===== src/hw/exec_pkg.sv =====
package exec_pkg;

    // ~~~~~~~~~~~~~~~~~~~~~~~~~~~~~~~~~~~~~~~~~~~~~~~~~~~~~~~~~~~~~~~~~~~~~~~~~~~~
    // Widths and constants
    // ~~~~~~~~~~~~~~~~~~~~~~~~~~~~~~~~~~~~~~~~~~~~~~~~~~~~~~~~~~~~~~~~~~~~~~~~~~~~

    localparam int xlen = 32;                 // Default datapath width

    typedef logic [4:0] reg_addr_t;

    localparam logic      rst_active = 1'b0;  // Reset level
    localparam reg_addr_t zero_reg   = 5'd0;  // Hard-wired zero register

    // ~~~~~~~~~~~~~~~~~~~~~~~~~~~~~~~~~~~~~~~~~~~~~~~~~~~~~~~~~~~~~~~~~~~~~~~~~~~~
    // Operation encodings
    // ~~~~~~~~~~~~~~~~~~~~~~~~~~~~~~~~~~~~~~~~~~~~~~~~~~~~~~~~~~~~~~~~~~~~~~~~~~~~

    typedef enum logic [3:0] {
        alu_add,
        alu_sub,
        alu_sll,
        alu_slt,
        alu_sltu,
        alu_xor,
        alu_srl,
        alu_sra,
        alu_or,
        alu_and
    } alu_op_t;

    typedef enum logic [2:0] {
        bcu_beq,
        bcu_bne,
        bcu_blt,
        bcu_bge,
        bcu_bltu,
        bcu_bgeu
    } bcu_op_t;

    typedef enum logic [1:0] {
        div_div,
        div_divu,
        div_rem,
        div_remu
    } div_op_t;

    // Which unit produces the written value
    typedef enum logic [2:0] {
        cls_alu,
        cls_lui,
        cls_jal,
        cls_jalr,
        cls_branch,
        cls_div
    } instr_class_t;

    typedef enum logic [1:0] {
        ds_idle,
        ds_run,
        ds_done
    } div_state_t;

endpackage


===== src/hw/int_alu.sv =====
module int_alu import exec_pkg::*; #(
    parameter int XLEN = xlen
) (
    input  alu_op_t         op,
    input  logic [XLEN-1:0] a,
    input  logic [XLEN-1:0] b,
    input  logic [XLEN-1:0] imm,
    input  logic            use_imm,
    output logic [XLEN-1:0] result
);

    localparam int sh_w = $clog2(XLEN);

    logic [XLEN-1:0] opb;
    logic [sh_w-1:0] shamt;

    always_comb begin
        opb   = use_imm ? imm : b;
        shamt = opb[sh_w-1:0];                // Only the low bits count

        case (op)
            alu_add: begin
                result = a + opb;
            end
            alu_sub: begin
                result = a - opb;
            end
            alu_sll: begin
                result = a << shamt;
            end
            alu_slt: begin
                result = {{(XLEN-1){1'b0}}, $signed(a) < $signed(opb)};
            end
            alu_sltu: begin
                result = {{(XLEN-1){1'b0}}, a < opb};
            end
            alu_xor: begin
                result = a ^ opb;
            end
            alu_srl: begin
                result = a >> shamt;
            end
            alu_sra: begin
                result = $unsigned($signed(a) >>> shamt);
            end
            alu_or: begin
                result = a | opb;
            end
            alu_and: begin
                result = a & opb;
            end
            default: begin
                result = '0;                  // Unused encodings
            end
        endcase
    end

endmodule


===== src/hw/branch_unit.sv =====
module branch_unit import exec_pkg::*; #(
    parameter int XLEN = xlen
) (
    input  bcu_op_t         op,
    input  logic            is_branch,
    input  logic            is_jal,
    input  logic            is_jalr,
    input  logic [XLEN-1:0] a,
    input  logic [XLEN-1:0] b,
    input  logic [XLEN-1:0] pc,
    input  logic [XLEN-1:0] imm,
    output logic            jump,
    output logic [XLEN-1:0] target,
    output logic            misaligned
);

    logic cond;
    logic taken;

    always_comb begin
        case (op)
            bcu_beq:  cond = (a == b);
            bcu_bne:  cond = (a != b);
            bcu_blt:  cond = ($signed(a) < $signed(b));
            bcu_bge:  cond = ($signed(a) >= $signed(b));
            bcu_bltu: cond = (a < b);
            bcu_bgeu: cond = (a >= b);
            default:  cond = 1'b0;
        endcase

        taken = is_jal | is_jalr | (is_branch & cond);

        if (is_jalr) begin
            target = (a + imm) & {{(XLEN-1){1'b1}}, 1'b0};  // Bit 0 dropped
        end else begin
            target = pc + imm;
        end

        misaligned = taken & target[1];        // Word aligned fetch only
        jump       = taken & ~target[1];
    end

endmodule


===== src/hw/serial_divider.sv =====
module serial_divider import exec_pkg::*; #(
    parameter int XLEN = xlen
) (
    input  logic            clk,
    input  logic            rst,
    input  logic            start,
    input  logic            abort,
    input  logic            freeze,
    input  div_op_t         op,
    input  logic [XLEN-1:0] dividend,
    input  logic [XLEN-1:0] divisor,
    output logic            done,
    output logic [XLEN-1:0] result
);

    localparam int cnt_w = $clog2(XLEN);

    div_state_t       state;
    logic [cnt_w-1:0] count;
    logic [XLEN-1:0]  quo;                    // Dividend bits shift out, quotient bits in
    logic [XLEN-1:0]  rem;
    logic [XLEN-1:0]  dvs;
    logic             neg_q;
    logic             neg_r;
    logic             want_rem;
    logic             is_signed;
    logic             a_neg;
    logic             b_neg;
    logic [XLEN:0]    shifted;
    logic [XLEN:0]    diff;

    always_comb begin
        is_signed = (op == div_div) || (op == div_rem);
        a_neg     = is_signed & dividend[XLEN-1];
        b_neg     = is_signed & divisor[XLEN-1];
        shifted   = {rem, quo[XLEN-1]};
        diff      = shifted - {1'b0, dvs};
    end

    assign done = (state == ds_done);

    always_comb begin
        if (want_rem) begin
            result = neg_r ? -rem : rem;
        end else begin
            result = neg_q ? -quo : quo;
        end
    end

    always_ff @(posedge clk) begin
        if (rst == rst_active) begin
            state <= ds_idle;
        end else if (abort) begin
            state <= ds_idle;
        end else if (!freeze) begin
            case (state)
                ds_idle: begin
                    if (start) begin
                        state <= ds_run;
                    end
                end
                ds_run: begin
                    if (count == cnt_w'(XLEN - 1)) begin
                        state <= ds_done;
                    end
                end
                default: begin
                    state <= ds_idle;         // Result taken
                end
            endcase
        end
    end

    // ~~~~~~~~~~~~~~~~~~~~~~~~~~~~~~~~~~~~~~~~~~~~~~~~~~~~~~~~~~~~~~~~~~~~~~~~~~~~
    // Restoring datapath, one quotient bit per cycle
    // ~~~~~~~~~~~~~~~~~~~~~~~~~~~~~~~~~~~~~~~~~~~~~~~~~~~~~~~~~~~~~~~~~~~~~~~~~~~~

    always_ff @(posedge clk) begin
        if (!freeze) begin
            if (state == ds_idle && start) begin
                quo      <= a_neg ? -dividend : dividend;
                dvs      <= b_neg ? -divisor : divisor;
                rem      <= '0;
                count    <= '0;
                neg_q    <= (a_neg ^ b_neg) & (divisor != '0);  // Zero divisor keeps all ones
                neg_r    <= a_neg;
                want_rem <= (op == div_rem) || (op == div_remu);
            end else if (state == ds_run) begin
                count <= count + 1'b1;
                if (!diff[XLEN]) begin
                    rem <= diff[XLEN-1:0];
                    quo <= {quo[XLEN-2:0], 1'b1};
                end else begin
                    rem <= shifted[XLEN-1:0];
                    quo <= {quo[XLEN-2:0], 1'b0};
                end
            end
        end
    end

endmodule


===== src/hw/reg_file.sv =====
module reg_file import exec_pkg::*; #(
    parameter int XLEN = xlen
) (
    input  logic            clk,
    input  logic            rst,
    input  reg_addr_t       raddr1,
    input  reg_addr_t       raddr2,
    input  logic            wen,
    input  reg_addr_t       waddr,
    input  logic [XLEN-1:0] wdata,
    output logic [XLEN-1:0] rdata1,
    output logic [XLEN-1:0] rdata2
);

    logic [XLEN-1:0] regs [1:31];

    // Write-through read, forwards the stage output register
    function automatic logic [XLEN-1:0] read_port(input reg_addr_t addr);
        if (addr == zero_reg) begin
            return '0;
        end else if (wen && waddr == addr) begin
            return wdata;
        end
        return regs[addr];
    endfunction

    always_comb begin
        rdata1 = read_port(raddr1);
        rdata2 = read_port(raddr2);
    end

    always_ff @(posedge clk) begin
        if (rst == rst_active) begin
            for (int i = 1; i < 32; i++) begin
                regs[i] <= '0;
            end
        end else if (wen && waddr != zero_reg) begin
            regs[waddr] <= wdata;
        end
    end

endmodule


===== src/hw/execute_stage.sv =====
module execute_stage import exec_pkg::*; #(
    parameter int XLEN = xlen
) (
    input  logic            clk,
    input  logic            rst,
    input  logic            in_valid,
    input  instr_class_t    in_class,
    input  alu_op_t         in_alu_op,
    input  bcu_op_t         in_bcu_op,
    input  div_op_t         in_div_op,
    input  reg_addr_t       in_rd,
    input  logic            in_use_imm,
    input  logic [XLEN-1:0] in_imm,
    input  logic [XLEN-1:0] in_pc,
    input  logic [XLEN-1:0] rdata1,
    input  logic [XLEN-1:0] rdata2,
    input  logic            hold,
    input  logic            flush,
    input  logic [XLEN-1:0] alu_result,
    input  logic            bcu_jump,
    input  logic [XLEN-1:0] bcu_target,
    input  logic            bcu_misaligned,
    input  logic            div_done,
    input  logic [XLEN-1:0] div_result,
    output logic            in_ready,
    output logic [XLEN-1:0] src1,
    output logic [XLEN-1:0] src2,
    output alu_op_t         alu_op,
    output logic            alu_use_imm,
    output bcu_op_t         bcu_op,
    output logic            bcu_branch,
    output logic            bcu_jal,
    output logic            bcu_jalr,
    output div_op_t         div_op,
    output logic            div_start,
    output logic            div_abort,
    output logic            div_freeze,
    output logic            out_valid,
    output reg_addr_t       out_rd,
    output logic            out_wen,
    output logic [XLEN-1:0] out_wdata,
    output logic            out_jump,
    output logic [XLEN-1:0] out_target,
    output logic            out_exception
);

    logic            up_q;                    // First cycle after reset seen
    logic            busy;                    // Divide in flight
    reg_addr_t       pend_rd;
    logic            wen_q;
    logic            accept;
    logic            is_div;
    logic            nxt_valid;
    logic            nxt_wen;
    logic            nxt_jump;
    logic            nxt_exc;
    reg_addr_t       nxt_rd;
    logic [XLEN-1:0] nxt_wdata;
    logic [XLEN-1:0] exec_data;

    assign in_ready = up_q & ~busy & ~hold;
    assign accept   = in_valid & in_ready;
    assign is_div   = (in_class == cls_div);

    // Unit inputs
    assign src1        = rdata1;
    assign src2        = rdata2;
    assign alu_op      = in_alu_op;
    assign alu_use_imm = in_use_imm;
    assign bcu_op      = in_bcu_op;
    assign bcu_branch  = (in_class == cls_branch);
    assign bcu_jal     = (in_class == cls_jal);
    assign bcu_jalr    = (in_class == cls_jalr);
    assign div_op      = in_div_op;
    assign div_start   = accept & is_div;
    assign div_abort   = flush;
    assign div_freeze  = hold;

    assign out_wen = wen_q & ~hold;           // One write per result

    // ~~~~~~~~~~~~~~~~~~~~~~~~~~~~~~~~~~~~~~~~~~~~~~~~~~~~~~~~~~~~~~~~~~~~~~~~~~~~
    // Result selection
    // ~~~~~~~~~~~~~~~~~~~~~~~~~~~~~~~~~~~~~~~~~~~~~~~~~~~~~~~~~~~~~~~~~~~~~~~~~~~~

    always_comb begin
        case (in_class)
            cls_lui:           exec_data = in_imm;
            cls_jal, cls_jalr: exec_data = in_pc + XLEN'(4);  // Link value
            default:           exec_data = alu_result;
        endcase

        nxt_valid = 1'b0;
        nxt_wen   = 1'b0;
        nxt_jump  = 1'b0;
        nxt_exc   = 1'b0;
        nxt_rd    = in_rd;
        nxt_wdata = exec_data;

        if (busy) begin
            nxt_rd    = pend_rd;
            nxt_wdata = div_result;
            nxt_valid = div_done;
            nxt_wen   = div_done & (pend_rd != zero_reg);
        end else if (accept && !is_div) begin
            nxt_valid = 1'b1;
            nxt_wen   = (in_rd != zero_reg) && (in_class != cls_branch) && !bcu_misaligned;
            nxt_jump  = bcu_jump;
            nxt_exc   = bcu_misaligned;
        end
    end

    always_ff @(posedge clk) begin
        if (rst == rst_active) begin
            up_q          <= 1'b0;
            busy          <= 1'b0;
            out_valid     <= 1'b0;
            wen_q         <= 1'b0;
            out_jump      <= 1'b0;
            out_exception <= 1'b0;
        end else begin
            up_q <= 1'b1;
            if (flush) begin
                busy          <= 1'b0;
                out_valid     <= 1'b0;
                wen_q         <= 1'b0;
                out_jump      <= 1'b0;
                out_exception <= 1'b0;
            end else if (!hold) begin
                out_valid     <= nxt_valid;
                wen_q         <= nxt_wen;
                out_jump      <= nxt_jump;
                out_exception <= nxt_exc;
                if (busy && div_done) begin
                    busy <= 1'b0;
                end else if (div_start) begin
                    busy <= 1'b1;
                end
            end
        end
    end

    // Payload, qualified by out_valid
    always_ff @(posedge clk) begin
        if (!hold) begin
            out_rd     <= nxt_rd;
            out_wdata  <= nxt_wdata;
            out_target <= bcu_target;
            if (div_start) begin
                pend_rd <= in_rd;
            end
        end
    end

endmodule


===== src/hw/exec_top.sv =====
module exec_top import exec_pkg::*; #(
    parameter int XLEN = xlen
) (
    input  logic            clk,
    input  logic            rst,
    input  logic            hold,
    input  logic            flush,
    input  logic            in_valid,
    output logic            in_ready,
    input  instr_class_t    in_class,
    input  alu_op_t         in_alu_op,
    input  bcu_op_t         in_bcu_op,
    input  div_op_t         in_div_op,
    input  reg_addr_t       in_rs1,
    input  reg_addr_t       in_rs2,
    input  reg_addr_t       in_rd,
    input  logic            in_use_imm,
    input  logic [XLEN-1:0] in_imm,
    input  logic [XLEN-1:0] in_pc,
    output logic            out_valid,
    output reg_addr_t       out_rd,
    output logic            out_wen,
    output logic [XLEN-1:0] out_wdata,
    output logic            out_jump,
    output logic [XLEN-1:0] out_target,
    output logic            out_exception
);

    logic [XLEN-1:0] rdata1;
    logic [XLEN-1:0] rdata2;
    logic [XLEN-1:0] src1;
    logic [XLEN-1:0] src2;
    alu_op_t         alu_op;
    logic            alu_use_imm;
    logic [XLEN-1:0] alu_result;
    bcu_op_t         bcu_op;
    logic            bcu_branch;
    logic            bcu_jal;
    logic            bcu_jalr;
    logic            bcu_jump;
    logic [XLEN-1:0] bcu_target;
    logic            bcu_misaligned;
    div_op_t         div_op;
    logic            div_start;
    logic            div_abort;
    logic            div_freeze;
    logic            div_done;
    logic [XLEN-1:0] div_result;

    reg_file #(.XLEN(XLEN)) i_reg_file (
        .clk, .rst,
        .raddr1 (in_rs1),
        .raddr2 (in_rs2),
        .wen    (out_wen),
        .waddr  (out_rd),
        .wdata  (out_wdata),
        .rdata1, .rdata2
    );

    execute_stage #(.XLEN(XLEN)) i_execute_stage (
        .clk, .rst, .in_valid, .in_class, .in_alu_op, .in_bcu_op, .in_div_op,
        .in_rd, .in_use_imm, .in_imm, .in_pc, .rdata1, .rdata2, .hold, .flush,
        .alu_result, .bcu_jump, .bcu_target, .bcu_misaligned, .div_done, .div_result,
        .in_ready, .src1, .src2, .alu_op, .alu_use_imm, .bcu_op, .bcu_branch,
        .bcu_jal, .bcu_jalr, .div_op, .div_start, .div_abort, .div_freeze,
        .out_valid, .out_rd, .out_wen, .out_wdata, .out_jump, .out_target,
        .out_exception
    );

    int_alu #(.XLEN(XLEN)) i_int_alu (
        .op      (alu_op),
        .a       (src1),
        .b       (src2),
        .imm     (in_imm),
        .use_imm (alu_use_imm),
        .result  (alu_result)
    );

    branch_unit #(.XLEN(XLEN)) i_branch_unit (
        .op         (bcu_op),
        .is_branch  (bcu_branch),
        .is_jal     (bcu_jal),
        .is_jalr    (bcu_jalr),
        .a          (src1),
        .b          (src2),
        .pc         (in_pc),
        .imm        (in_imm),
        .jump       (bcu_jump),
        .target     (bcu_target),
        .misaligned (bcu_misaligned)
    );

    serial_divider #(.XLEN(XLEN)) i_serial_divider (
        .clk, .rst,
        .start    (div_start),
        .abort    (div_abort),
        .freeze   (div_freeze),
        .op       (div_op),
        .dividend (src1),
        .divisor  (src2),
        .done     (div_done),
        .result   (div_result)
    );

endmodule


===== config.mk =====
export PLATFORM = sky130hd
export DESIGN_NAME = exec_top
export DESIGN_NICKNAME = d
export VERILOG_FILES = /design/src/hw/exec_pkg.sv /design/src/hw/int_alu.sv /design/src/hw/branch_unit.sv /design/src/hw/serial_divider.sv /design/src/hw/reg_file.sv /design/src/hw/execute_stage.sv /design/src/hw/exec_top.sv
export SDC_FILE = /design/constraint.sdc
export NUM_CORES = 2
export LEC_CHECK = 0
export BUFFER_PORTS_ARGS = -buffer_cell sky130_fd_sc_hd__buf_2
export CORE_ASPECT_RATIO = 0.6
export CORE_MARGIN = 10
export CORE_UTILIZATION = 35
export CTS_CLUSTER_DIAMETER = 40
export DETAILED_ROUTE_END_ITERATION = 10
export PLACE_DENSITY_LB_ADDON = 0.2
export SYNTH_ARGS = -nofsm -noshare
export SYNTH_HDL_FRONTEND = slang
export SYNTH_SLANG_ARGS = --single-unit

===== constraint.sdc =====
create_clock -name clk -period 14.3 [get_ports clk]
set_clock_uncertainty 0.05 [all_clocks]
set_input_delay 0 -clock clk [delete_from_list [all_inputs] [get_ports clk]]
set_output_delay 0 -clock clk [all_outputs]
set_load 0.005 [all_outputs]

After elaboration in Yosys (flattened, before gate mapping)
Memory sizes are Yosys's and may differ from the RTL's.
Index checks and enable logic that the tools add are counted.

storage, ports and cells
  register bits after elaboration = 186
  RAM bits = 992
  bits of input ports = 97
  output and inout port bits = 74
  word-level logic and storage cells = 174
  memories = 1

cells by class
  add/subtract/negate cells = 11
  $lt $le $gt $ge = 6
  equal/unequal tests = 31
  shifts and indexed selects = 3
  muxes and demuxes = 49
  bitwise gates (word level) = 22
  reductions and logical operators = 32

memories
  memory           depth  width  rd ports  clocked after Yosys merged registers in  wr ports  line            text
  i_reg_file.regs  31     32     2         0                                        31        reg_file.sv:15  logic [XLEN-1:0] regs [1:31];

operator list
  operator                 count
  $mux W32                 19
  $pmux W32 S10            1
  $lt A32 B32 Y1           4
  $neg A32 Y32             4
  $add A32 B32 Y32         3
  $ge A32 B32 Y1           2
  $pmux W32 S2             1
  $sub A33 B32 Y33         1
  $add A32 B3 Y32 const B  1
  $and A32 B32 Y32         1
  $eq A32 B32 Y1           1
  $ne A32 B32 Y1           1
  $or A32 B32 Y32          1
  $reduce_bool A32 Y1      1
  $reduce_or A32 Y1        1
  $shl A32 B5 Y32          1
  $shr A32 B5 Y32          1
  $sshr A32 B5 Y32         1
  $sub A32 B32 Y32         1
  $xor A32 B32 Y32         1
  $mux W1                  21
  $eq A4 B3 Y1 const B     4
  $mux W5                  3
  $reduce_bool A5 Y1       3
  other kinds (31)         76

Depth between registers and ports, before layout
  word-level depth = 15
  depth in mapped cells = 27
  mapped depth without buffers = 21

Hierarchy
From an unflattened synthesis, not the netlist that was laid out.

second synthesis, totals
  cells, all modules = 7332
  area total of the unflattened synthesis = 82634.3 um2

by module, submodules not included
  module          times used  cells each  area each (um2)  sequential area each (um2)
  reg_file        1           3749        55276.8          30749.5
  serial_divider  1           1053        8974.9           3163.0
  int_alu         1           1395        8916.1           0.0
  execute_stage   1           493         5052.3           2342.2
  branch_unit     1           642         4414.2           0.0

Worst setup path before layout
OpenSTA, ideal clock, no wires.

  path type = in2reg
  start = input in_rs2[2]
  end = register i_execute_stage.out_wdata[0], data pin
  library setup time = 0.268 ns
  arrival time = 6.204 ns
  data required time = 13.982 ns
  path slack = 7.778 ns
  stages = 24
  buffers on the path = 6
  cells stage by stage = buf_2 -> buf_2 -> buf_1 -> mux4_2 -> mux4_2 -> a22o_1 -> a21oi_4 -> inv_2 -> buf_2 -> clkbuf_1 -> clkbuf_1 -> fa_1 -> or2_2 -> a221o_1 -> a2111o_1 -> a21o_1 -> a2111oi_0 -> o2111ai_1 -> a21oi_1 -> nor3_1 -> o221ai_1 -> a2111oi_0 -> a2111oi_0 -> a21oi_1

on the way
  word-level cells in the longest chain between the ends = 10
  elaborated cells between the ends (all ways) = 22
  those cells by class = 2 x add/sub; 2 x order compare; 1 x eq/ne; 3 x shift; 8 x mux; 3 x bitwise; 2 x reduce/logical; 1 x memory

RTL lines
  what                                                                     line                  text
  start: declaration                                                       exec_top.sv:15        input reg_addr_t in_rs2,
  parallel branches: the longest is 4 deep, another holds $mem_v2 Z31 W32  n/a
  $mux W32 (*)                                                             reg_file.sv:24        return regs[addr];
  $mux W32 (*)                                                             int_alu.sv:18         opb = use_imm ? imm : b;
  $sub A32 B32 Y32 (tied with other cells)                                 int_alu.sv:26         result = a - opb;
  $pmux W32 S10 (*)                                                        int_alu.sv:21         case (op)
  $pmux W32 S2 (*)                                                         execute_stage.sv:86   case (in_class)
  $mux W32 (*)                                                             execute_stage.sv:99   if (busy) begin
  named net i_execute_stage.nxt_wdata[0]                                   execute_stage.sv:58   logic [XLEN-1:0] nxt_wdata;
  end signal: assignment                                                   execute_stage.sv:146  out_wdata <= nxt_wdata;
  end: declaration                                                         execute_stage.sv:41   output logic [XLEN-1:0] out_wdata,

Mark *: on every way through the listed nets, which the timed path passes.
A chain may end at the register's enable or synchronous reset.

Worst setup path in the final report
Ends and elaborated chain as after synthesis.

==> results.cfg <==
[yosys]
synthArstFlopShare_pct = 0
synth_fa_ha_area_share_pct = 3.66
yosys.area_share.xor_xnor_pct = 2.65
synth_edf_count = 1202
ys_seq_elements = 1210
synthCells = 7039
synth_compound_area_share_pct = 11.1
synth_top_family_by_area = multiplexers
synth_largest_area_cell = edfxtp_1
ys_seq_area_share_pct = 44.7
synth.top_cell.area_share_pct = 44.5
synthDistinctLibCells = 105
yosysWarnings = 0
yosys-top-cells-area = edfxtp_1 45%, mux4_2 12%, and2_1 6.9%, mux2i_1 6.5%, ha_1 3.5%
syn-cell-area_um2 = 81100
synthSimpleGateAreaFrac_pct = 14.7
avgSynthCellArea_um2 = 11.5
synth_mux_area_share_pct = 19.0
ys.flop_type = edfxtp_1

[worst_setup_path]
path_cells = clkbuf_8 -> buf_4 -> buf_4 -> mux4_2 -> mux4_2 -> mux2i_1 -> a211oi_1 -> inv_1 -> o21ai_0 -> ha_1 -> or4_1 -> a21o_1 -> a2111oi_1 -> buf_4 -> o2111ai_1 -> a21oi_1 -> nor3_1 -> o221ai_1 -> a2111oi_0 -> a2111oi_0 -> a21oi_1
crit_required_ps = 14750
slowest_delay_ps = 1130
crit_slowest_cell = a211oi_1
cpMostUsedCell = buf_4
cp_max_fo = 72
critPathArrivalTime_ps = 9550
worst_setup_path_end_kind = flop
start_kind = primary input
path_class = in2reg

[place]
routabilityCongestion = 1.06
placedInstanceArea_um2 = 85800
place_ws_ps = 5210
dp_hpwl_mm = 273
portBuffers = 170

[floorplan]
die_w_um = 641
fp-row-count = 136
pin_count = 171
die_h_um = 393
initial_core_util_pct = 35.3
fp.coreArea_um2 = 230000
fp.dieArea_um2 = 252000

[clock_tree]
cts.reportedPaths.clkPinSlew_ps = 50
clk_latency_ps = 850
cts_buffers = 163
cts-root-buf = clkbuf_16
clock_path_buffers = 4
cts.htree.levels = 4
cts.repair.resized = 0
tritoncts = built
clock_sinks = 1210

[layout]
drive_above_1_share_pct = 17.4
final_common_cell = edfxtp_1
layout_common_cells = 1,202 x edfxtp_1, 899 x and2_1, 526 x mux2i_1, 435 x mux4_2, 373 x nand2_1
nets = 7538
area_growth_pct = 14.3
final_util_pct = 40.3
design_area_um2 = 92700

[sta]
fin_crit_ps = 9090
rsz0062_at_grt = no
setup_viol = 0
timing.final.crit_share_pct = 63.6
max_freq_mhz = 110
tns_ps = 0
worstMarginPinSlew_ps = 1580
slew_viol_final = 11
worst_hold_slack_ps = 34.4
hold_violations = 0
maxSlewHeadroom_pct = -6.64
setup_slack_ps = 5210

[outcome]
violations = capacitance limit, slew limit
status = finished with violations

[worst_hold_path]
hold_class = in2reg

[global_routing]
grt_pass1_wl_mm = 531
grt_pass1_vias = 61600
grt_max_degree = 114
grt_usage_pct = 30.1
overflow = 0
antenna_found_initial = 58

[route]
first_iter_violations = 12700
first_pass_iters = 9
via_count = 67300
wl_per_cell_um = 37.8
drc = 0
wl_mm = 393
viasPerCell = 6.46
postRouteAntennaNets = 0

[job]
max-cap-violations = 5

[power_and_ir_drop]
peakVddDrop_mv = 0.0940
pwr_density_cell_nw_per_um2 = 121
leakage_nw = 34.6
==> power by group <==
part           total (mW)  switching (mW)  leakage (nW)  internal [mW]
Clock                4.30            1.75          2.63           2.56
Sequential           4.16           0.109          12.3           4.05
Combinational        2.74            1.89          19.7          0.852
==> stage by stage <==
stage / power, mW / instances
floorplan: 5.62 / 7070
global placement: 6.73 / 9947
detailed placement: 6.73 / 9947
CTS: 11.0 / 10400
global route: 11.4 / 10400
finish: 11.2 / 10400
==> routing by layer <==
metal / global-route usage [%] / part of all wire, % / up-vias / wire length [um]
met5: 0.777 / 0.27 / - / 1060
met4: 5.78 / 2.0 / 26 / 7940
li1: - / - / 27000 / -
met2: 34.9 / 35 / 5369 / 136000
met3: 15.6 / 18 / 515 / 69400
met1: 47.5 / 45 / 34300 / 178000
==> final timing paths <==
check,slack (ps),cells past startpoint,start,endpoint
worst min-delay path,30,3,in_rd[3],i_execute_stage.out_rd[3]
worst max-delay path,5210,21,in_rs2[2],i_execute_stage.out_wdata[0]
worst min register to register,500,2,i_serial_divider.state[0],i_serial_divider.state[1]
worst max register to register,5330,20,i_execute_stage.out_rd[1],i_execute_stage.out_wdata[27]
==> worst max-delay path: cells and delay by family <==
family / cells / cell delay [ps]
AOI/OAI and AO/OA: 10 / 4700
buffers and inverters: 5 / 3020
muxes: 3 / 670
and+or+nand+nor: 2 / 670
adders and majority gates: 1 / 380
==> final cells by class <==
cell class	count	area [um^2]
antenna	48	120
clock buffer	188	4240
clock inverter	98	1220
fill	21900	137000
inverter	197	743
multi-input combinational	5094	42200
sequential	1210	36300
tap	3036	3800
timing repair buffer	541	4080
==> state kept, by name, indices dropped and copies added (netlist names) <==
signal                         cells
i_execute_stage.busy               1
i_execute_stage.out_target        32
i_execute_stage.pend_rd            5
i_execute_stage.out_exception      1
i_execute_stage.out_jump           1
i_serial_divider.state             2
i_execute_stage.up_q               1
i_reg_file.regs                 1024
i_execute_stage.out_valid          1
i_serial_divider.quo              32
i_serial_divider.neg_r             1
i_execute_stage.wen_q              1
i_execute_stage.out_wdata         32
i_serial_divider.rem              32
i_serial_divider.dvs              32
i_serial_divider.want_rem          1
i_serial_divider.neg_q             1
i_execute_stage.out_rd             5
i_serial_divider.count             5
==> logic make-up (layout without fill, tap and decap cells) <==
family                   after synthesis  after routing
other                                  1             80
buffers and inverters                766           1024
AO/OA/AOI/OAI                       1351           1351
multiplexers                         988            988
flip-flops                          1210           1210
AND/OR/NAND/NOR                     2244           2244
XOR/XNOR                             245            245
adder cells (fa/ha/maj)              234            234
==> synth_stat cells, types with 20 or more instances <==
cell / count
edfxtp_1: 1202
and2_1: 900
mux2i_1: 526
mux4_2: 435
nand2_1: 378
clkbuf_1: 368
nor2_1: 340
o21ai_0: 296
a21oi_1: 263
ha_1: 229
inv_1: 186
nor3_1: 183
xnor2_1: 175
a22oi_1: 168
nand3_1: 158
buf_2: 86
xor2_1: 70
o211ai_1: 67
a21o_1: 66
nand2b_1: 52
a211oi_1: 48
nand4_1: 47
o22ai_1: 46
a31oi_1: 43
buf_1: 42
o31ai_1: 41
a221oi_1: 40
buf_6: 38
o21a_1: 36
nor2b_1: 35
buf_4: 34
or3_1: 30
o21bai_1: 27
mux2_2: 26
o21ai_1: 24
and3_1: 23
a22o_1: 21
or4_1: 20
==> timing repair <==
action / 4_1_cts / 5_1_grt
hold endpoints to repair: 143 / 0
hold buffers: 130 / 0
setup buffers: 0 / 0
setup endpoints to repair: 0 / 0
No activity file was read; power rests on OpenSTA's default activity.
